--- config.mk ---
export PLATFORM = sky130hd
export DESIGN_NAME = mvd_median
export DESIGN_NICKNAME = d
export VERILOG_FILES = /design/src/mvd_geom_pkg.sv /design/src/mvd_vec_pkg.sv /design/src/mvd_median.sv
export SDC_FILE = /design/constraint.sdc
export NUM_CORES = 1
export LEC_CHECK = 0
export ABC_AREA = 1
export ABC_CLOCK_PERIOD_IN_PS = 10260
export BUFFER_PORTS_ARGS = -buffer_cell sky130_fd_sc_hd__clkbuf_2
export CORE_ASPECT_RATIO = 1.5
export CORE_UTILIZATION = 30
export DETAILED_ROUTE_END_ITERATION = 10
export SYNTH_ARGS = -nofsm -noshare
export SYNTH_HDL_FRONTEND = slang
export SYNTH_SLANG_ARGS = --single-unit
export TNS_END_PERCENT = 5
--- constraint.sdc ---
create_clock -name vclk -period 10.26
set_clock_uncertainty 0.05 [all_clocks]
set_input_delay 1.026 -clock vclk [all_inputs]
set_output_delay 1.026 -clock vclk [all_outputs]
set_load 0.05 [all_outputs]
--- src/mvd_geom_pkg.sv ---
/*
 * macroblock geometry for the MVD engine
 * coordinate widths, z-scan block indexing and sequencer states
 */
package mvd_geom_pkg;

	// mb column coordinate, enough for 1920 wide pictures
	localparam int MB_W_LEN = 7;
	localparam int BLK_CNT  = 16;
	localparam int BLK_XY_W = 2;

	typedef logic [3:0]          blk_idx_t;
	typedef logic [BLK_XY_W-1:0] blk_xy_t;

	typedef enum logic [1:0] {
		IDLE  = 2'b00,
		LOAD  = 2'b01,
		RUN   = 2'b10,
		STORE = 2'b11
	} seq_state_t;

	// z-scan index bits are {y1, x1, y0, x0}
	function automatic blk_xy_t blk_x(input blk_idx_t k);
		return {k[2], k[0]};
	endfunction

	function automatic blk_xy_t blk_y(input blk_idx_t k);
		return {k[3], k[1]};
	endfunction

	function automatic blk_idx_t blk_of(input blk_xy_t x, input blk_xy_t y);
		return {y[1], x[1], y[0], x[0]};
	endfunction

endpackage
--- src/mvd_vec_pkg.sv ---
/*
 * motion vector types for the MVD engine
 * vectors, differences, the per-MB block grid and neighbour register control
 */
package mvd_vec_pkg;

	localparam int MV_W = 8;

	// load slot of the top-right word, U0..U3 use slots 0..3
	localparam logic [2:0] SLOT_TR = 3'd4;

	typedef struct packed {
		logic signed [MV_W-1:0] y;
		logic signed [MV_W-1:0] x;
	} mv_t;

	// one extra bit so the difference never wraps
	typedef struct packed {
		logic signed [MV_W:0] y;
		logic signed [MV_W:0] x;
	} mvd_t;

	// sixteen 4x4 vectors in z-scan order
	typedef mv_t [mvd_geom_pkg::BLK_CNT-1:0] mv_grid_t;

	typedef struct packed {
		logic       idle;
		logic       load_en;
		logic [2:0] load_slot;
		logic       clr_top;
		logic       right_edge;
		logic       shift_left;
		logic       clr_left;
	} nbr_ctrl_t;

endpackage

--- src/mvd_median.sv ---
/*
 * median predictor and motion vector difference
 * per component, mvd = current - median(L, U, UR)
 */
`timescale 1ns/1ps

module mvd_median (
	input  mvd_vec_pkg::mv_t  mv_l_i,
	input  mvd_vec_pkg::mv_t  mv_u_i,
	input  mvd_vec_pkg::mv_t  mv_ur_i,
	input  mvd_vec_pkg::mv_t  mv_c_i,
	output mvd_vec_pkg::mvd_t mvd_o
);

import mvd_vec_pkg::*;

// signed median of three, then the widened difference
function automatic logic signed [MV_W:0] med_diff(
	input logic signed [MV_W-1:0] c,
	input logic signed [MV_W-1:0] l,
	input logic signed [MV_W-1:0] u,
	input logic signed [MV_W-1:0] ur
);
	logic signed [MV_W-1:0] lo;
	logic signed [MV_W-1:0] hi;
	logic signed [MV_W-1:0] med;
	lo  = (l < u) ? l : u;
	hi  = (l < u) ? u : l;
	med = (ur < lo) ? lo : ((ur > hi) ? hi : ur);
	return (MV_W+1)'(c) - (MV_W+1)'(med);
endfunction

assign mvd_o.y = med_diff(mv_c_i.y, mv_l_i.y, mv_u_i.y, mv_ur_i.y);
assign mvd_o.x = med_diff(mv_c_i.x, mv_l_i.x, mv_u_i.x, mv_ur_i.x);

endmodule

==> flow_summary.toml <==
[critical_path]
cp_slowest_stage_delay_ns = 0.55
crit_path_end = "mvd_o[16]"
critical_path.startpoint_type = "input pin"
path_class = "input pin to primary output"
crit_required_ns = 9.18
critical_path.max_fanout = 15
crit_path_start = "mv_u_i[15]"
arrival_ns = 6.19
critPathCaptureType = "primary output"
critical_path.slowest_cell = "a211oi_1"

[global_route]
grt_pass1_vias = 2706
largest_net_degree_at_the_start_of_global_routing = 28
grt_antenna_before_repair = 0
grt_use_total_pct = 15.6
grt_pass1_wl_um = 11400
globalRouteOverflowTotal = 0

[detailed_routing]
antenna_left = 0
detail_route.wl_per_cell_um = 11.3
vias_per_cell = 4.80
tritonroute_pass_1_iters = 4
drcViolationCount = 0
dr_total_vias = 2825
drt_iter0_drc = 72
finalWirelength_um = 6650

[final_layout]
layout-drive-gt1-share_pct = 23.2
n_antenna_cell = 0
syn_to_final_growth_pct = 20.4
layout.clock_buffers = 0
nFillCells = 878
n_sequential_cell = 0
multi_input_area_mm2 = 0.00227
final_net_count = 611
finalInstanceArea_mm2 = 0.00301
seqCellArea_um2 = 0

[power]
ir_worst_vdd_mv = 0.169
power_per_cell_area_mw_per_mm2 = 204
leakage_nw = 1.76
power_mw = 0.612

[run]
max-cap-violations = 0

[run_status]
status = "finished, final reports clean"

[sta]
min_period_over_period_pct = 70.8
setup_viol_count_final = 0
hold_violations = 0
fmax_mhz = 138
grt_setup_unrepaired = "false"
worst_pin_slew_ns = 0.775
final-max-slew-violation-count = 0
totalNegativeSetupSlack_ns = 0
finalWorstPathRequiredPeriod_ns = 7.27
maxSlewHeadroom_pct = 47.0

[synthesis]
synth_nets = 533
synthCells = 407
synth.yosys.seq_area_share_pct = 0
synth.avg_cell_area_um2 = 6.14
ys.warnings.count = 0
netlist_area_mm2 = 0.00250
synth_cell_type_count = 28

[place]
place_area_mm2 = 0.00301
post-dp-hpwl_um = 6210
gp_routability_congestion = 0.844
io_port_bufs = 82

[worst_hold_path]
min_path_cells = 5
worstHoldPathType = "input pin to primary output"

[die]
io-pin-count = 82
fp.dieW_um = 76.5
die_area_mm2 = 0.00870
core_region_area_mm2 = 0.00806
die_height_um = 114
num_rows = 40
initial_utilization_pct = 31.0

[clock_tree]
post-cts-setup-buffer-count = 0
cts_resized = 0
hold_buffers = 0
worst max-delay path, delay by kind of cell:
family / cells / cell delay [ns]
buffers and inverters: 6 / 0.69
xor gates and xnor gates: 1 / 0.14
adders and majority gates: 3 / 0.96
and+or+nand+nor: 11 / 1.44
AOI/OAI and AO/OA: 8 / 1.94
final cells by class:
| cell class | count | share of cell area, % |
|---|---|---|
| Tap cell | 105 | 4.37 |
| Timing Repair Buffer | 82 | 13.6 |
| Inverter | 52 | 6.49 |
| Multi-Input combinational cell | 349 | 75.5 |
worst min path at each step:
stage | from | to | slack, ns
final | mv_c_i[0] | mvd_o[0] | 2.49
after global routing | mv_c_i[8] | mvd_o[9] | 2.53
after global placement | mv_c_i[8] | mvd_o[9] | 2.49
after CTS | mv_c_i[8] | mvd_o[9] | 2.50
after floorplan | mv_c_i[0] | mvd_o[0] | 2.34
after detailed placement | mv_c_i[8] | mvd_o[9] | 2.50
Yosys cell counts:
master	instances	share of area [%]
ha_1	60	30
nand2_1	105	16
inv_2	3	0.45
o21bai_1	2	0.60
nand3_2	3	1.2
xor2_1	12	4.2
o21a_1	2	0.60
o22ai_2	2	1.0
o41ai_1	1	0.35
and2_1	2	0.50
a211oi_1	1	0.30
a21oi_1	33	6.6
a21o_1	1	0.30
nand2_2	5	1.3
buf_4	2	0.60
o21ai_0	25	5.0
a2111oi_0	1	0.35
nor3_1	2	0.40
clkbuf_1	2	0.30
inv_1	49	7.4
o21ai_1	13	2.6
nand3_1	39	7.8
nand4_1	3	0.75
o21ai_2	8	2.8
nand2_4	9	4.1
fa_1	2	1.6
buf_2	2	0.40
nor2_1	18	2.7
metal layers:
| layer | global-route usage (%) | part of all wire (%) | vias to the layer above |
|---|---|---|---|
| met5 | 0 | 0 | - |
| met4 | 1.41 | 0.86 | 0 |
| met3 | 1.04 | 3.6 | 6 |
| met2 | 35.4 | 59 | 69 |
| met1 | 15.3 | 37 | 1223 |
| li1 | - | - | 1527 |
cells by family after synthesis:
| logic type | count (synthesis) | synth area share [%] |
|---|---|---|
| buffers and inverters | 58 | 9.12 |
| AOI/OAI and AO/OA | 89 | 20.5 |
| xor gates and xnor gates | 12 | 4.21 |
| and+or+nand+nor | 186 | 34.5 |
| adders and majority gates | 62 | 31.7 |
cell usage in the layout, fill, tap and decap left out, types with 2 or more instances in the layout:
cell,instances
nand2_1,105
clkbuf_2,82
ha_1,60
inv_1,49
nand3_1,39
a21oi_1,33
o21ai_0,25
nor2_1,18
o21ai_1,13
xor2_1,12
nand2_4,9
o21ai_2,8
nand2_2,5
inv_2,3
nand3_2,3
nand4_1,3
o21a_1,2
nor3_1,2
o22ai_2,2
o21bai_1,2
and2_1,2
fa_1,2
power breakdown:
| part | internal (mW) | switching (mW) |
|---|---|---|
| registers | 0 | 0 |
| logic | 0.170 | 0.442 |
| clock network | 0 | 0 |
stage by stage:
| step | std cells | hold WS (ns) | setup slack [ns] | util [%] |
|---|---|---|---|---|
| 2_1_floorplan | 407 | 2.34 | 3.57 | - |
| 3_3_place_gp | 588 | 2.49 | 3.11 | 37.3 |
| 3_5_place_dp | 588 | 2.50 | 2.93 | 37.3 |
| 4_1_cts | 588 | 2.50 | 2.94 | 37.3 |
| 5_1_grt | 588 | 2.53 | 2.29 | 37.3 |
| 6_report | 588 | 2.49 | 2.99 | 37.3 |
(Power assumes the default switching activity.)
