[src/mvd_geom_pkg.sv]
/*
 * macroblock geometry for the MVD engine
 * coordinate widths, z-scan block indexing and sequencer states
 */
package mvd_geom_pkg;

	// mb column coordinate, enough for 1920 wide pictures
	localparam int MB_W_LEN = 7;
	localparam int BLK_CNT  = 16;
	localparam int BLK_XY_W = 2;

	typedef logic [3:0]          blk_idx_t;
	typedef logic [BLK_XY_W-1:0] blk_xy_t;

	typedef enum logic [1:0] {
		IDLE  = 2'b00,
		LOAD  = 2'b01,
		RUN   = 2'b10,
		STORE = 2'b11
	} seq_state_t;

	// z-scan index bits are {y1, x1, y0, x0}
	function automatic blk_xy_t blk_x(input blk_idx_t k);
		return {k[2], k[0]};
	endfunction

	function automatic blk_xy_t blk_y(input blk_idx_t k);
		return {k[3], k[1]};
	endfunction

	function automatic blk_idx_t blk_of(input blk_xy_t x, input blk_xy_t y);
		return {y[1], x[1], y[0], x[0]};
	endfunction

endpackage
[src/mvd_vec_pkg.sv]
/*
 * motion vector types for the MVD engine
 * vectors, differences, the per-MB block grid and neighbour register control
 */
package mvd_vec_pkg;

	localparam int MV_W = 8;

	// load slot of the top-right word, U0..U3 use slots 0..3
	localparam logic [2:0] SLOT_TR = 3'd4;

	typedef struct packed {
		logic signed [MV_W-1:0] y;
		logic signed [MV_W-1:0] x;
	} mv_t;

	// one extra bit so the difference never wraps
	typedef struct packed {
		logic signed [MV_W:0] y;
		logic signed [MV_W:0] x;
	} mvd_t;

	// sixteen 4x4 vectors in z-scan order
	typedef mv_t [mvd_geom_pkg::BLK_CNT-1:0] mv_grid_t;

	typedef struct packed {
		logic       idle;
		logic       load_en;
		logic [2:0] load_slot;
		logic       clr_top;
		logic       right_edge;
		logic       shift_left;
		logic       clr_left;
	} nbr_ctrl_t;

endpackage

[src/nbr_select.sv]
/*
 * neighbour selection for one 4x4 block
 * picks left, up, up-right and the current vector by block position
 */
`timescale 1ns/1ps

module nbr_select (
	input  mvd_vec_pkg::mv_grid_t       grid_i,
	input  mvd_vec_pkg::mv_t [3:0]      left_i,
	input  mvd_vec_pkg::mv_t [3:0]      top_i,
	input  mvd_vec_pkg::mv_t            top_right_i,
	input  mvd_geom_pkg::blk_idx_t      blk_i,
	output mvd_vec_pkg::mv_t            mv_l_o,
	output mvd_vec_pkg::mv_t            mv_u_o,
	output mvd_vec_pkg::mv_t            mv_ur_o,
	output mvd_vec_pkg::mv_t            mv_c_o
);

import mvd_geom_pkg::*;

blk_xy_t x;
blk_xy_t y;
blk_xy_t x_m1;
blk_xy_t x_p1;
blk_xy_t y_m1;
logic ur_avail;

assign x    = blk_x(blk_i);
assign y    = blk_y(blk_i);
assign x_m1 = x - 2'd1;
assign x_p1 = x + 2'd1;
assign y_m1 = y - 2'd1;

// up-right not coded yet: right MB column below the top row,
// or odd/odd blocks whose up-right sits later in z-scan
assign ur_avail = !((x == 2'd3 && y != 2'd0) || (x[0] && y[0]));

assign mv_c_o = grid_i[blk_i];

always_comb begin
	if (x == 2'd0)
		mv_l_o = left_i[y];
	else
		mv_l_o = grid_i[blk_of(x_m1, y)];
end

always_comb begin
	if (y == 2'd0)
		mv_u_o = top_i[x];
	else
		mv_u_o = grid_i[blk_of(x, y_m1)];
end

always_comb begin
	if (!ur_avail)
		// up-left, always inside the MB here
		mv_ur_o = grid_i[blk_of(x_m1, y_m1)];
	else if (y != 2'd0)
		mv_ur_o = grid_i[blk_of(x_p1, y_m1)];
	else if (x == 2'd3)
		mv_ur_o = top_right_i;
	else
		mv_ur_o = top_i[x_p1];
end

endmodule

[config.mk]
export PLATFORM = sky130hd
export DESIGN_NAME = nbr_select
export DESIGN_NICKNAME = d
export VERILOG_FILES = /design/src/mvd_geom_pkg.sv /design/src/mvd_vec_pkg.sv /design/src/nbr_select.sv
export SDC_FILE = /design/constraint.sdc
export NUM_CORES = 1
export LEC_CHECK = 0
export BUFFER_PORTS_ARGS = -buffer_cell sky130_fd_sc_hd__buf_2
export CAP_MARGIN = 25
export CORE_AREA = 2 2 180 182
export DETAILED_ROUTE_END_ITERATION = 8
export DIE_AREA = 0 0 182 184
export SLEW_MARGIN = 30
export SYNTH_ARGS = -nofsm -noshare
export SYNTH_HDL_FRONTEND = slang
export SYNTH_SLANG_ARGS = --single-unit
[constraint.sdc]
create_clock -name vclk -period 2.95
set_input_delay 0 -clock vclk [all_inputs]
set_output_delay 0 -clock vclk [all_outputs]
set_load 0.1 [all_outputs]
==> results.yml <==
grt:
  grtUsageTotal_pct: 25.84
  grt_pass1_vias: 10322
  grt.overflow.total: 0
  grt_pass1_wl_mm: 66.01
  grt_max_degree: 111
  antenna_found_initial: 12
synthesis:
  syn_area_per_cell_sq_um: 13.87
  ys_warn_count: 0
  synth_seq_area_share_pct: 0
  syn_inst: 741
  syn-num-nets: 1148
  yosys.cell_types.count: 33
  synth_area_sq_um: 10280
cells_and_area:
  design.seq.count: 0
  num-clock-buffers: 0
  nets: 1562
  fin_util_pct: 43.00
  drive_above_1_share_pct: 81.01
  fillers: 2951
  area.sequential_sq_um: 0
  area_growth_syn_to_layout_pct: 31.36
floorplan:
  coreArea_sq_um: 31390
  die_y_microns: 184
  die_area_sq_um: 33490
  rows: 65
  ioPinCount: 468
  start_util_pct: 32.73
  die-width_microns: 182
worst_setup_path:
  cp-start-kind: "input port"
  path_cells: "buf_8, buf_12, mux4_2, nor2b_1, a2111oi_0, buf_4, a221oi_4, buf_2"
  max_stage_delay_ns: 0.69
  path_class: "input port to output pin"
  arrival_ns: 2.67
  crit_fanout: 78
  worstPathRequired_ns: 2.95
  cpMaxStageDelayCell: "a2111oi_0"
  end_kind: "output pin"
timing:
  finalSetupViolations: 0
  rsz0062_at_grt: "no"
  fin_ws_ns: 0.2771
  maxSlewHeadroom_pct: 42.39
  fin_crit_sh_pct: 90.61
  clock.fmax_mhz: 374.1
  period_needed_ns: 2.673
  report.final.slew_viol_count: 0
  worstMarginPinSlew_ns: 0.8424
  fin_tns_setup_ns: 0
  hold_viol_final: 0
drt:
  vias: 10516
  wl_per_cell_microns: 28.49
  vias_per_cell: 6.724
  drt_iter0_drc: 1075
  dr.pass1.iters: 5
  finalWirelength_mm: 44.57
  drc: 0
  drtAntennaViolNets: 0
clock_tree:
  post_cts_resized: 0
  post_cts_buffers: 0
  holdBufCountCts: 0
power_and_ir_drop:
  peakVddDrop_uv: 168.5
  power_mw: 3.963
  power_density_nw_per_um2: 293.6
  p_leak_nw: 5.315
placement:
  pre_cts_slack_ns: 0.3048
  hpwl_mm: 36.03
  io_buffers: 468
  place.gp.congestion: 0.8986
run_status:
  outcome: "completed"
flow_run:
  cap_violations: 0
hold_path:
  min-delay-path-class: "input port to output pin"
[critical path, delay by kind of cell]
family / cells / cell delay (ns)
buffers and inverters: 4 / 1.16
AO/OA/AOI/OAI: 2 / 0.73
multiplexers: 1 / 0.58
AND/OR/NAND/NOR: 1 / 0.15
[power by group]
| group | total (mW) | leakage [nW] | switching [mW] | internal, mW |
|---|---|---|---|---|
| sequential | 0 | 0 | 0 | 0 |
| combinational | 3.96 | 5.32 | 2.47 | 1.49 |
| clock | 0.000000410 | 0.0000570 | 0 | 0.000000410 |
[layout make-up]
type	instances	area [sq um]	area share [%]
Timing Repair Buffer	525	2930	21.71
Tap cell	402	503.0	3.726
Inverter	37	138.9	1.029
Multi-Input combinational cell	591	9905	73.37
Antenna cell	9	22.52	0.1668
[layer usage]
metal / part of all wire [%] / vias up / track usage (%)
met4: 1.6 / 4 / 5.129
met2: 48 / 727 / 41.39
met3: 11 / 41 / 6.200
met5: 0.065 / - / 0
met1: 40 / 5419 / 36.02
li1: - / 4325 / -
[layout by cell type (no fill, tap or decap), types with 2 or more instances in the layout]
cell         n
mux2_2      32
a222oi_1    15
mux2i_1     63
nand4_1     15
a21oi_2     17
inv_1       34
and2_1       2
nand4b_1    16
a2111oi_0   15
buf_12      11
nor2b_1     16
inv_2        2
buf_2      465
a221oi_4    15
ha_4         2
and3_2      15
o221ai_1    16
nand2b_1     2
o22ai_1     16
diode_2      9
buf_4       47
mux4_2     320
or2_2        2
nand2_1      2
buf_8        2
[Yosys cell counts (all sizes together)]
| library cell | n | area [sq um] |
|---|---|---|
| clkbuf | 41 | 155.1 |
| a21oi | 17 | 85.08 |
| nor2 | 1 | 3.750 |
| ha | 3 | 37.54 |
| buf | 72 | 466.7 |
| a22oi | 1 | 7.510 |
| or2 | 2 | 12.51 |
| o221ai | 16 | 140.1 |
| nand4b | 16 | 140.1 |
| nand4 | 15 | 93.84 |
| a21bo | 1 | 10.01 |
| o22ai | 16 | 100.1 |
| a222oi | 15 | 150.1 |
| and2 | 2 | 12.51 |
| and3 | 16 | 100.1 |
| nand2b | 2 | 12.51 |
| a21boi | 1 | 7.510 |
| nand2 | 2 | 7.510 |
| a2111oi | 16 | 140.1 |
| clkinv | 1 | 3.750 |
| inv | 36 | 135.1 |
| a41oi | 1 | 8.760 |
| mux4 | 320 | 7207 |
| a221oi | 16 | 140.1 |
| a211oi | 1 | 7.510 |
| nor2b | 16 | 100.1 |
| mux2i | 63 | 630.6 |
| mux2 | 32 | 360.4 |
[worst paths after layout]
kind / start / endpoint / slack (ns) / cells after the start
setup / recovery: blk_i[0] / mv_u_o[4] / 0.28 / 8
hold / removal: top_right_i[3] / mv_ur_o[3] / 0.73 / 5
[through the flow]
stage          instances  area (sq um)  hold slack (ns)
2_1_floorplan        741         10630           0.6035
3_3_place_gp        1555         13480           0.7043
3_5_place_dp        1555         13480           0.7198
4_1_cts             1555         13480           0.7203
5_1_grt             1564         13500           0.7711
6_report            1564         13500           0.7348
[kinds of logic (layout without fill, tap and decap cells)]
family | after synthesis | after routing | share of synthesized area, %
other | 0 | 9 | 0
and+or+nand+nor | 72 | 72 | 4.700
AOI/OAI and AO/OA | 101 | 101 | 7.756
buffers and inverters | 150 | 562 | 7.403
adders and majority gates | 3 | 3 | 0.3653
muxes | 415 | 415 | 79.78
Power figures use the tool's default switching activity.
