## config.mk

```make
export PLATFORM = sky130hd
export DESIGN_NAME = nbr_regs
export DESIGN_NICKNAME = d
export VERILOG_FILES = /design/src/mvd_geom_pkg.sv /design/src/mvd_vec_pkg.sv /design/src/nbr_regs.sv
export SDC_FILE = /design/constraint.sdc
export NUM_CORES = 1
export LEC_CHECK = 0
export ABC_AREA = 1
export BUFFER_PORTS_ARGS = -buffer_cell sky130_fd_sc_hd__buf_2
export CAP_MARGIN = 20
export CORE_AREA = 2 2 272 274
export CTS_CLUSTER_DIAMETER = 30
export DETAILED_ROUTE_END_ITERATION = 8
export DIE_AREA = 0 0 274 276
export GPL_TIMING_DRIVEN = 0
export PLACE_DENSITY_LB_ADDON = 0.05
export SLEW_MARGIN = 15
export SYNTH_ARGS = -nofsm -noshare
export SYNTH_HDL_FRONTEND = slang
export SYNTH_SLANG_ARGS = --single-unit
```

## constraint.sdc

```tcl
create_clock -name clk -period 1 [get_ports clk]
set_input_delay 0.05 -clock clk [delete_from_list [all_inputs] [get_ports clk]]
set_output_delay 0.05 -clock clk [all_outputs]
set_load 0.1 [all_outputs]
```

## src/mvd_geom_pkg.sv

```systemverilog
/*
 * macroblock geometry for the MVD engine
 * coordinate widths, z-scan block indexing and sequencer states
 */
package mvd_geom_pkg;

	// mb column coordinate, enough for 1920 wide pictures
	localparam int MB_W_LEN = 7;
	localparam int BLK_CNT  = 16;
	localparam int BLK_XY_W = 2;

	typedef logic [3:0]          blk_idx_t;
	typedef logic [BLK_XY_W-1:0] blk_xy_t;

	typedef enum logic [1:0] {
		IDLE  = 2'b00,
		LOAD  = 2'b01,
		RUN   = 2'b10,
		STORE = 2'b11
	} seq_state_t;

	// z-scan index bits are {y1, x1, y0, x0}
	function automatic blk_xy_t blk_x(input blk_idx_t k);
		return {k[2], k[0]};
	endfunction

	function automatic blk_xy_t blk_y(input blk_idx_t k);
		return {k[3], k[1]};
	endfunction

	function automatic blk_idx_t blk_of(input blk_xy_t x, input blk_xy_t y);
		return {y[1], x[1], y[0], x[0]};
	endfunction

endpackage
```

## src/mvd_vec_pkg.sv

```systemverilog
/*
 * motion vector types for the MVD engine
 * vectors, differences, the per-MB block grid and neighbour register control
 */
package mvd_vec_pkg;

	localparam int MV_W = 8;

	// load slot of the top-right word, U0..U3 use slots 0..3
	localparam logic [2:0] SLOT_TR = 3'd4;

	typedef struct packed {
		logic signed [MV_W-1:0] y;
		logic signed [MV_W-1:0] x;
	} mv_t;

	// one extra bit so the difference never wraps
	typedef struct packed {
		logic signed [MV_W:0] y;
		logic signed [MV_W:0] x;
	} mvd_t;

	// sixteen 4x4 vectors in z-scan order
	typedef mv_t [mvd_geom_pkg::BLK_CNT-1:0] mv_grid_t;

	typedef struct packed {
		logic       idle;
		logic       load_en;
		logic [2:0] load_slot;
		logic       clr_top;
		logic       right_edge;
		logic       shift_left;
		logic       clr_left;
	} nbr_ctrl_t;

endpackage

```

## src/nbr_regs.sv

```systemverilog
/*
 * neighbour registers
 * holds the latched block grid, the left column of the previous MB and
 * the top row plus top-right word read back from the line memory
 */
`timescale 1ns/1ps

module nbr_regs (
	input  logic                        clk,
	input  logic                        rst_n,
	input  logic                        start_i,
	input  mvd_vec_pkg::mv_grid_t       fmv_i,
	input  mvd_vec_pkg::nbr_ctrl_t      ctrl_i,
	input  mvd_geom_pkg::blk_idx_t      blk_i,
	input  mvd_vec_pkg::mv_t            lm_rdata_i,
	output mvd_vec_pkg::mv_grid_t       grid_o,
	output mvd_vec_pkg::mv_t [3:0]      left_o,
	output mvd_vec_pkg::mv_t [3:0]      top_o,
	output mvd_vec_pkg::mv_t            top_right_o,
	output mvd_vec_pkg::mv_t            lm_wdata_o
);

import mvd_geom_pkg::*;
import mvd_vec_pkg::*;

mv_grid_t grid_r;
mv_t [3:0] left_r;
mv_t [3:0] top_r;
mv_t top_right_r;

// a start while busy is dropped
always_ff @(posedge clk) begin
	if (start_i && ctrl_i.idle)
		grid_r <= fmv_i;
end

// ------------------------------
// top neighbours
// ------------------------------
always_ff @(posedge clk) begin
	if (ctrl_i.clr_top) begin
		top_r       <= '0;
		top_right_r <= '0;
	end else if (ctrl_i.load_en) begin
		if (ctrl_i.load_slot == SLOT_TR)
			// right picture edge, up-left block U2 stands in
			top_right_r <= ctrl_i.right_edge ? top_r[2] : lm_rdata_i;
		else
			top_r[ctrl_i.load_slot[1:0]] <= lm_rdata_i;
	end
end

// ------------------------------
// left neighbours
// ------------------------------
always_ff @(posedge clk or negedge rst_n) begin
	if (!rst_n) begin
		left_r <= '0;
	end else if (ctrl_i.shift_left) begin
		for (int y = 0; y < 4; y++)
			left_r[y] <= ctrl_i.clr_left ? mv_t'('0) : grid_r[blk_of(2'd3, 2'(y))];
	end
end

// bottom row goes back to the line memory
assign lm_wdata_o  = grid_r[blk_of(blk_i[1:0], 2'd3)];
assign grid_o      = grid_r;
assign left_o      = left_r;
assign top_o       = top_r;
assign top_right_o = top_right_r;

endmodule

```

==> flow_summary_export.csv <==
group,metric,value,unit
sta,slew_viol_final,0,
floorplanning,num_rows,99,
clock_network,ctsLongestPathBuffers,3,
grt,antenna_found_initial,5,
synthesis,synth_top_area_share,53.9,%
setup_path,arrival,1.69,ns
route,wl_per_cell,19.5,um
clock_network,clk_pin_slew,0.04,ns
place,post_dp_cell_area,19400,um^2
floorplanning,ios,704,
pwr,power_leakage,14.2,nW
synthesis,synth_mux_area_share,0,%
synthesis,synth_top_family_by_area,"simple AND/OR/NAND/NOR gates",
setup_path,cpPeakStageDelay,0.46,ns
setup_path,path_cells,"inv_2, nand2_1, o211ai_1, nand2_4, buf_12",
outcome,status,"finished with violations",
outcome,violations,"negative hold slack, negative setup slack",
clock_network,cts_tree,"yes",
route,ant_nets,0,
setup_path,rr_worst_depth,4,
route,vias_per_cell,3.85,
synthesis,synthSimpleGateAreaFrac,11.5,%
grt,grt_pass1_wl,98.0,mm
grt,grt_pass1_vias,14772,
synthesis,synth.avg_cell_area,11.9,um^2
clock_network,cts_buffers,118,
clock_network,clkLatencyLatePin,0.64,ns
setup_path,rr_endpoint,"left_o[34]$_DFFE_PN0P_",
flow_run,drv_cap,0,
cells_and_area,layout_common_cells,"buf_2, dlygate4sd3_1, edfxtp_1",
floorplanning,initial_core_util,19.6,%
floorplanning,die_w,274,um
synthesis,ys_seq_area_share,76.4,%
synthesis,synth-xor-area-share,0,%
pwr,ir_worst_vdd,1480,uV
place,place_congestion,0.801,
synthesis,synth_seq_cells,400,
floorplanning,die_area,75600,um^2
cells_and_area,final_area,32100,um^2
sta,worst_pin_slew,0.723,ns
synthesis,synth_adder_area_share,0,%
pwr,power_density,2230,nW/um^2
sta,max_freq,573,MHz
sta,holdWs,-0.0726,ns
grt,grt_max_degree,37,
sta,fin_crit,1.74,ns
clock_network,clkSinkCount,400,
route,vias,13526,
synthesis,yosysWarnings,0,
setup_path,critPathMaxFanout,2,
synthesis,synthTopCellsByArea,"edfxtp_1, dfrtp_1, dfxtp_1, nand2_1, inv_1",
grt,grt_usage,17.6,%
grt,grt_overflow,0,
sta,worst_slack,-0.745,ns
synthesis,synth_compound_area_share,5.48,%
synthesis,synthCells,1194,
floorplanning,die_h,276,um
route,wirelength,68.5,mm
synthesis,ys_types,20,
setup_path,setup.worst_path.class,"reg2out",
sta,hold_viol,41,
clock_network,htreeDepth,3,
cells_and_area,drive_gt1_share,47.4,%
place,place_ws,-1.24,ns
floorplanning,core-area,72600,um^2
sta,rsz0062_at_grt,"yes",
place,hpwlAfterDp,51.0,mm
setup_path,cp_top_family,"flip-flops",
synthesis,synth.cell_area,14300,um^2
cells_and_area,area_growth,125,%
route,drc,0,
synthesis,syn_nets,1482,
hold_path,hold_path_class,"in2async",
sta,setup_violations,602,
setup_path,cp_slowest_cell,"edfxtp_1",
cells_and_area,final_common_cell,"buf_2",
setup_path,startpoint_type,"flop",
clock_network,cts_root_buf,"clkbuf_16",
sta,fin_crit_sh,174,%
cells_and_area,fin_nets,2738,
synthesis,synth_top_cell_by_area,"edfxtp_1",
place,io_buffer_count,699,
sta,slew_headroom,51.8,%
route,drt-pass1-iter-count,5,
route,first_iter_violations,529,
setup_path,ff2ff_setup_slack,-0.05,ns
setup_path,r2r-start,"grid_o[210]$_DFFE_PP_",
setup_path,crit_required,0.95,ns
setup_path,crit_path_end_kind,"output port",
sta,skew,0.0248,ns
pwr,total_power,71.4,mW
setup_path,crit_buf_inv,2,
==> layer usage <==
layer	share of wire, %	vias to the layer above	GRT usage (%)	wire length [um]
met5	0	-	0	0
met4	4.2	0	7.53	2880
met3	8.9	138	7.20	6080
met2	51	528	31.0	34800
met1	36	6350	18.4	24700
li1	-	6510	-	-
==> synthesized netlist by cell type <==
cell,count
a21oi_1,32
buf_1,6
buf_2,36
buf_4,1
clkbuf_1,14
dfrtp_1,64
dfxtp_1,80
edfxtp_1,256
inv_1,182
inv_2,1
nand2_1,198
nand2_2,1
nand3_1,64
nand3b_1,1
nor2_1,144
nor2_2,1
nor2_4,1
o211ai_1,16
o21ai_0,80
o22ai_1,16
==> worst max path at each step <==
stage               slack [ns]               endpoint  cells after the start             startpoint
floorplan                -3.30    grid_o[0]$_DFFE_PP_                      2                start_i
global placement         -5.81  grid_o[211]$_DFFE_PP_                      3                start_i
detailed placement       -1.24   grid_o[79]$_DFFE_PP_                      8                start_i
CTS                      -0.80          lm_wdata_o[1]                      5  grid_o[241]$_DFFE_PP_
global route             -0.84          lm_wdata_o[1]                      5  grid_o[241]$_DFFE_PP_
finish                   -0.74          lm_wdata_o[1]                      5  grid_o[241]$_DFFE_PP_
==> where the power goes <==
group | total, mW | internal (mW) | switching, mW
sequential | 19.7 | 18.9 | 0.876
combinational | 16.4 | 5.35 | 11.0
clock | 35.3 | 24.4 | 10.9
total | 71.4 | 48.6 | 22.8
==> registers in the layout (all words and copies together) (netlist names) <==
register / cells
top_o: 64
grid_o: 256
left_o: 64
top_right_o: 16
==> layout make-up <==
class | instances | area, um^2
Fill cell | 6856 | 40500
Timing Repair Buffer | 1137 | 12300
Sequential cell | 400 | 11100
Clock buffer | 159 | 3240
Multi-Input combinational cell | 554 | 2660
Tap cell | 959 | 1200
Inverter | 183 | 696
Clock inverter | 64 | 612
Buffer | 56 | 290
Antenna cell | 4 | 10.0
==> through the flow <==
step | instances | util [%] | setup TNS, ns
after floorplan | 1194 | - | -869.56
after global placement | 2852 | 26.5 | -1525.66
after detailed placement | 2861 | 26.8 | -204.71
after CTS | 3450 | 42.9 | -146.97
after global routing | 3516 | 44.2 | -241.42
final | 3516 | 44.2 | -209.66
==> timing repair <==
action,CTS,global route
setup buffers,80,66
endpoints found under the setup margin,510,480
cloned,5,1
pin swaps,7,15
hold buffers,281,1
hold endpoints to repair,487,64
gates resized for setup,1241,129
==> cell families after synthesis <==
kind of cell / count (synthesis)
AND/OR/NAND/NOR: 410
flip-flops: 400
buffers and inverters: 240
AO/OA/AOI/OAI: 144
(Power assumes the default switching activity.)
