==> config.mk <==
export PLATFORM = sky130hd
export DESIGN_NAME = mb_seq
export DESIGN_NICKNAME = d
export VERILOG_FILES = /design/src/mvd_geom_pkg.sv /design/src/mvd_vec_pkg.sv /design/src/mb_seq.sv
export SDC_FILE = /design/constraint.sdc
export NUM_CORES = 1
export LEC_CHECK = 0
export CAP_MARGIN = 25
export CORE_MARGIN = 2
export CORE_UTILIZATION = 60
export DETAILED_ROUTE_END_ITERATION = 10
export DONT_BUFFER_PORTS = 1
export MAX_ROUTING_LAYER = met4
export PLACE_DENSITY = 0.76
export SLEW_MARGIN = 20
export SYNTH_ARGS = -nofsm -noshare
export SYNTH_HDL_FRONTEND = slang
export SYNTH_SLANG_ARGS = --single-unit
==> constraint.sdc <==
create_clock -name clk -period 2.1 [get_ports clk]
set_input_delay 0.42 -clock clk [delete_from_list [all_inputs] [get_ports clk]]
set_output_delay 0.42 -clock clk [all_outputs]
set_load 0.01 [all_outputs]
==> src/mvd_geom_pkg.sv <==
/*
 * macroblock geometry for the MVD engine
 * coordinate widths, z-scan block indexing and sequencer states
 */
package mvd_geom_pkg;

	// mb column coordinate, enough for 1920 wide pictures
	localparam int MB_W_LEN = 7;
	localparam int BLK_CNT  = 16;
	localparam int BLK_XY_W = 2;

	typedef logic [3:0]          blk_idx_t;
	typedef logic [BLK_XY_W-1:0] blk_xy_t;

	typedef enum logic [1:0] {
		IDLE  = 2'b00,
		LOAD  = 2'b01,
		RUN   = 2'b10,
		STORE = 2'b11
	} seq_state_t;

	// z-scan index bits are {y1, x1, y0, x0}
	function automatic blk_xy_t blk_x(input blk_idx_t k);
		return {k[2], k[0]};
	endfunction

	function automatic blk_xy_t blk_y(input blk_idx_t k);
		return {k[3], k[1]};
	endfunction

	function automatic blk_idx_t blk_of(input blk_xy_t x, input blk_xy_t y);
		return {y[1], x[1], y[0], x[0]};
	endfunction

endpackage
==> src/mvd_vec_pkg.sv <==
/*
 * motion vector types for the MVD engine
 * vectors, differences, the per-MB block grid and neighbour register control
 */
package mvd_vec_pkg;

	localparam int MV_W = 8;

	// load slot of the top-right word, U0..U3 use slots 0..3
	localparam logic [2:0] SLOT_TR = 3'd4;

	typedef struct packed {
		logic signed [MV_W-1:0] y;
		logic signed [MV_W-1:0] x;
	} mv_t;

	// one extra bit so the difference never wraps
	typedef struct packed {
		logic signed [MV_W:0] y;
		logic signed [MV_W:0] x;
	} mvd_t;

	// sixteen 4x4 vectors in z-scan order
	typedef mv_t [mvd_geom_pkg::BLK_CNT-1:0] mv_grid_t;

	typedef struct packed {
		logic       idle;
		logic       load_en;
		logic [2:0] load_slot;
		logic       clr_top;
		logic       right_edge;
		logic       shift_left;
		logic       clr_left;
	} nbr_ctrl_t;

endpackage

==> src/mb_seq.sv <==
/*
 * macroblock sequencer
 * walks LOAD, RUN and STORE for one MB, drives the line memory port,
 * the block index and the neighbour register control, pulses done at the end
 */
`timescale 1ns/1ps

module mb_seq #(
	parameter int LINE_DEPTH = 480
) (
	input  logic                                clk,
	input  logic                                rst_n,
	input  logic                                start_i,
	input  logic [mvd_geom_pkg::MB_W_LEN-1:0]   mb_x_i,
	input  logic [mvd_geom_pkg::MB_W_LEN-1:0]   mb_x_total_i,
	input  logic [mvd_geom_pkg::MB_W_LEN-1:0]   mb_y_i,
	output logic                                done_o,
	output mvd_vec_pkg::nbr_ctrl_t              ctrl_o,
	output mvd_geom_pkg::blk_idx_t              blk_o,
	output logic                                lm_en_o,
	output logic                                lm_we_o,
	output logic [$clog2(LINE_DEPTH)-1:0]       lm_addr_o,
	output logic                                run_we_o
);

import mvd_geom_pkg::*;

localparam int AW = $clog2(LINE_DEPTH);

seq_state_t state_r;
seq_state_t state_nxt;
logic [3:0] cnt_r;
logic [AW-1:0] base_r;
logic top_row_r;
logic row_end_r;
logic ld_done;
logic run_done;
logic st_done;

// ------------------------------
// state machine
// ------------------------------
assign ld_done  = (state_r == LOAD) && (top_row_r || cnt_r == 4'd5);
assign run_done = (state_r == RUN) && (cnt_r == 4'(BLK_CNT - 1));
assign st_done  = (state_r == STORE) && (cnt_r == 4'd3);

always_comb begin
	state_nxt = state_r;
	case (state_r)
		IDLE:    if (start_i) state_nxt = LOAD;
		LOAD:    if (ld_done) state_nxt = RUN;
		RUN:     if (run_done) state_nxt = STORE;
		STORE:   if (st_done) state_nxt = IDLE;
		default: state_nxt = IDLE;
	endcase
end

always_ff @(posedge clk or negedge rst_n) begin
	if (!rst_n) begin
		state_r   <= IDLE;
		cnt_r     <= '0;
		top_row_r <= 1'b0;
		row_end_r <= 1'b0;
		base_r    <= '0;
		done_o    <= 1'b0;
	end else begin
		state_r <= state_nxt;
		done_o  <= st_done;
		if (ld_done || run_done || st_done)
			cnt_r <= '0;
		else if (state_r != IDLE)
			cnt_r <= cnt_r + 4'd1;
		// picture position is sampled once per MB
		if (state_r == IDLE && start_i) begin
			top_row_r <= (mb_y_i == '0);
			row_end_r <= (mb_x_i == mb_x_total_i);
		end
		// four line memory words per MB column
		if (st_done)
			base_r <= row_end_r ? '0 : base_r + AW'(4);
	end
end

// ------------------------------
// memory and neighbour control
// ------------------------------
assign blk_o     = cnt_r;
assign run_we_o  = (state_r == RUN);
assign lm_we_o   = (state_r == STORE);
assign lm_en_o   = (state_r == STORE) || (state_r == LOAD && !top_row_r && cnt_r <= 4'd4);
assign lm_addr_o = base_r + AW'(cnt_r);

// read data lags the address by one cycle, hence slot = cnt - 1
always_comb begin
	ctrl_o            = '0;
	ctrl_o.idle       = (state_r == IDLE);
	ctrl_o.load_en    = (state_r == LOAD) && !top_row_r && (cnt_r != 4'd0);
	ctrl_o.load_slot  = 3'(cnt_r - 4'd1);
	ctrl_o.clr_top    = (state_r == LOAD) && top_row_r;
	ctrl_o.right_edge = row_end_r;
	ctrl_o.shift_left = st_done;
	ctrl_o.clr_left   = row_end_r;
end

endmodule

==> metrics.csv <==
metric,value,unit
Crit path required time,1680,ps
drt drc,0,
critical path depth,5,
leading area contributor after synthesis,dfrtp_1,
Initial DRC Count,14,
Rows,16,
M3 GR Usage,6.135,%
grt met1 use,28.15,%
sequential cell area,401.6,µm²
Die Y,49.02,µm
RSZ-0062 raised after global routing,false,
mapped cell area,1216,µm²
global route hottest layer,met2,
buffers added on ports,0,
number of flops mapped to enable cells by yosys,0,
via count,960,
min Tclk post-route,1991,ps
top-area cell type share of the netlist area,32.92,%
largest net degree at the start of global routing,17,
CP Capture Type,output pin,
Pleak,0.6048,nW
worst r2r path cells,5,
Hold/Removal Path Class,input pin to flop,
share of synthesized registers carrying an async set or reset,100.0,%
initial antenna violation count,0,
synth cell count leaders,"16 x dfrtp_1, 14 x nand2_1, 13 x nor2_1",
"Critical Path, Cell by Cell",inv_1 -> ha_1 -> nor2b_2 -> o21ai_0 -> o21bai_1,
"Top FF cell, synth",dfrtp_1,
Worst EP arrival,1570,ps
worst slew pin tran,712.5,ps
Sink Count,16,
total wire length,2387,µm
WL per Instance,14.55,µm
fin area,1294,µm²
max-slew violation count,0,
"Reg clk slew, reported paths",90,ps
Worst Skew,0.6090,ps
normalized max-slew margin,52.35,%
crit path kind,flop to output pin,
Synth area leaders,"dfrtp_1 33%, ha_1 12%, xor2_1 7.2%",
#FFs+latches synth,16,
Layout area overhead,6.379,%
depth of the worst hold-timing path,3,
most frequent cell after synthesis,dfrtp_1,
htree depth,1,
warnings from Yosys,0,
clock root buffer,clkbuf_4,
Util after Layout,66.62,%
number of vias per cell,5.854,
I/O pin count,50,
WHS,300.1,ps
Core ar.,1942,µm²
Layout Nets,175,
TritonCTS buffer count,3,
fmax,502.4,MHz
Detailed Routing Iterations Pass 1,4,
detailed placement HPWL,1828,µm
Final setup viols,0,
clock latency on the worst-skew pair,280,ps
worst vdd ir,0.7778,mV
"Net Count, Synth",175,
PwrDens,1400,nW/µm²
fill cell count,157,
antenna cells,0,
number of routed nets with antenna violations,0,
Netlist cell types,34,
worst-path fanout max,4,
Critical Path Start Type,flop,
placed inst area,1219,µm²
RePlAce Congestion,0.7982,
GR Util met2,35.39,%
Fin. Hold Viols,0,
grt ovf,0,
status,"complete, no violations",
Syn Area/Cell,8.749,µm²
vias in the first global route,927,
sequential fraction of the synthesis area,32.92,%
share of layout cells above drive strength 1,12.41,%
Initial Util,62.63,%
MaxCap Viol Count,0,
die area,2403,µm²
area of the multi-input gates,750.7,µm²
width of the die,49.02,µm
"Slowest-stage cell, CP",dfrtp_1,
CTS tree,yes,
CP Buf/Inv Count,1,
synthesized instance count,139,
first-pass GRT wire length,4036,µm
setup TNS,0,ps
fin crit share,94.79,%
"slowest stage delay, CP",440,ps
"delay-heaviest family, CP",flip-flops,
Global Route Usage Sum,22.06,%
CTS max path bufs,2,
flop-to-flop setup slack,180,ps
Tot Pwr,1.812,mW
==> cell families (layout without fill, tap and decap cells) <==
kind of cell,Yosys count,count (layout),synth area share (%)
mux,6,6,5.452
compound gates,21,21,10.08
xor+xnor,16,16,11.52
simple gates,47,47,18.93
flops,16,16,32.92
buf+inv,21,19,8.745
fa+ha+maj,12,12,12.35
==> worst paths after layout <==
| path | from | endpoint |
|---|---|---|
| hold reg to reg | base_r[8] | base_r[8] |
| min in group asynchronous | rst_n | blk_o[2] |
| setup / recovery | state_r[1] | lm_en_o |
| max in group asynchronous | rst_n | base_r[3] |
| hold / removal | mb_y_i[6] | top_row_r |
| setup reg to reg | blk_o[1] | state_r[1] |
==> cell usage in the layout, fill, tap and decap left out, types with 2 or more instances in the layout <==
cell	n
o21ai_0	11
nand3_1	2
nor4_1	2
xor2_1	10
inv_1	10
nor3_1	3
nor2_1	12
a21oi_1	4
buf_4	5
xnor2_1	5
ha_1	11
nand2_1	14
clkbuf_4	3
nand2b_1	3
dfrtp_1	15
mux2i_1	4
==> routing by layer <==
layer	vias up	wire length, µm
met1	451	1064
met5	-	0
met3	4	172
met2	47	1134
li1	458	-
met4	0	16
==> power breakdown <==
group,total (mW),internal (mW),switching (mW)
clock network,0.159,0.0666,0.0923
registers,0.564,0.414,0.151
logic,1.09,0.452,0.637
total,1.81,0.932,0.880
==> registers in the layout, summed over array words and instances (netlist names) <==
| name | cells |
|---|---|
| top_row_r | 1 |
| row_end_r | 1 |
| base_r | 7 |
| state_r | 2 |
| blk_o | 4 |
| done_o | 1 |
==> area by class of cell <==
cell class,instances,area share (%)
inverter,10,2.901
timing repair buffer,6,3.675
multi-input combinational,102,58.03
clock buffer,3,1.741
tap,27,2.611
sequential,16,31.04
==> what timing repair did <==
| item | CTS | global route |
|---|---|---|
| buffers inserted | 0 | 0 |
| hold endpoints to repair | 16 | 0 |
| gates cloned | 0 | 0 |
| setup endpoints to repair | 4 | 5 |
| hold buffers | 1 | 0 |
| pin swaps | 0 | 1 |
| resized for setup | 1 | 8 |
==> worst reg2reg max path: stages (launching register included) <==
cell      delay [ps]
dfrtp_1          500
ha_1             280
and4b_1          220
a311oi_1         260
a221o_1          230
mux2_4           320
==> per-stage QoR <==
| step | worst slack, ps | instances |
|---|---|---|
| 2_1_floorplan | 279.0 | 139 |
| 3_3_place_gp | 295.4 | 160 |
| 3_5_place_dp | 212.5 | 160 |
| 4_1_cts | 0.8749 | 164 |
| 5_1_grt | 12.64 | 164 |
| 6_report | 109.4 | 164 |
(Power assumes the default switching activity.)
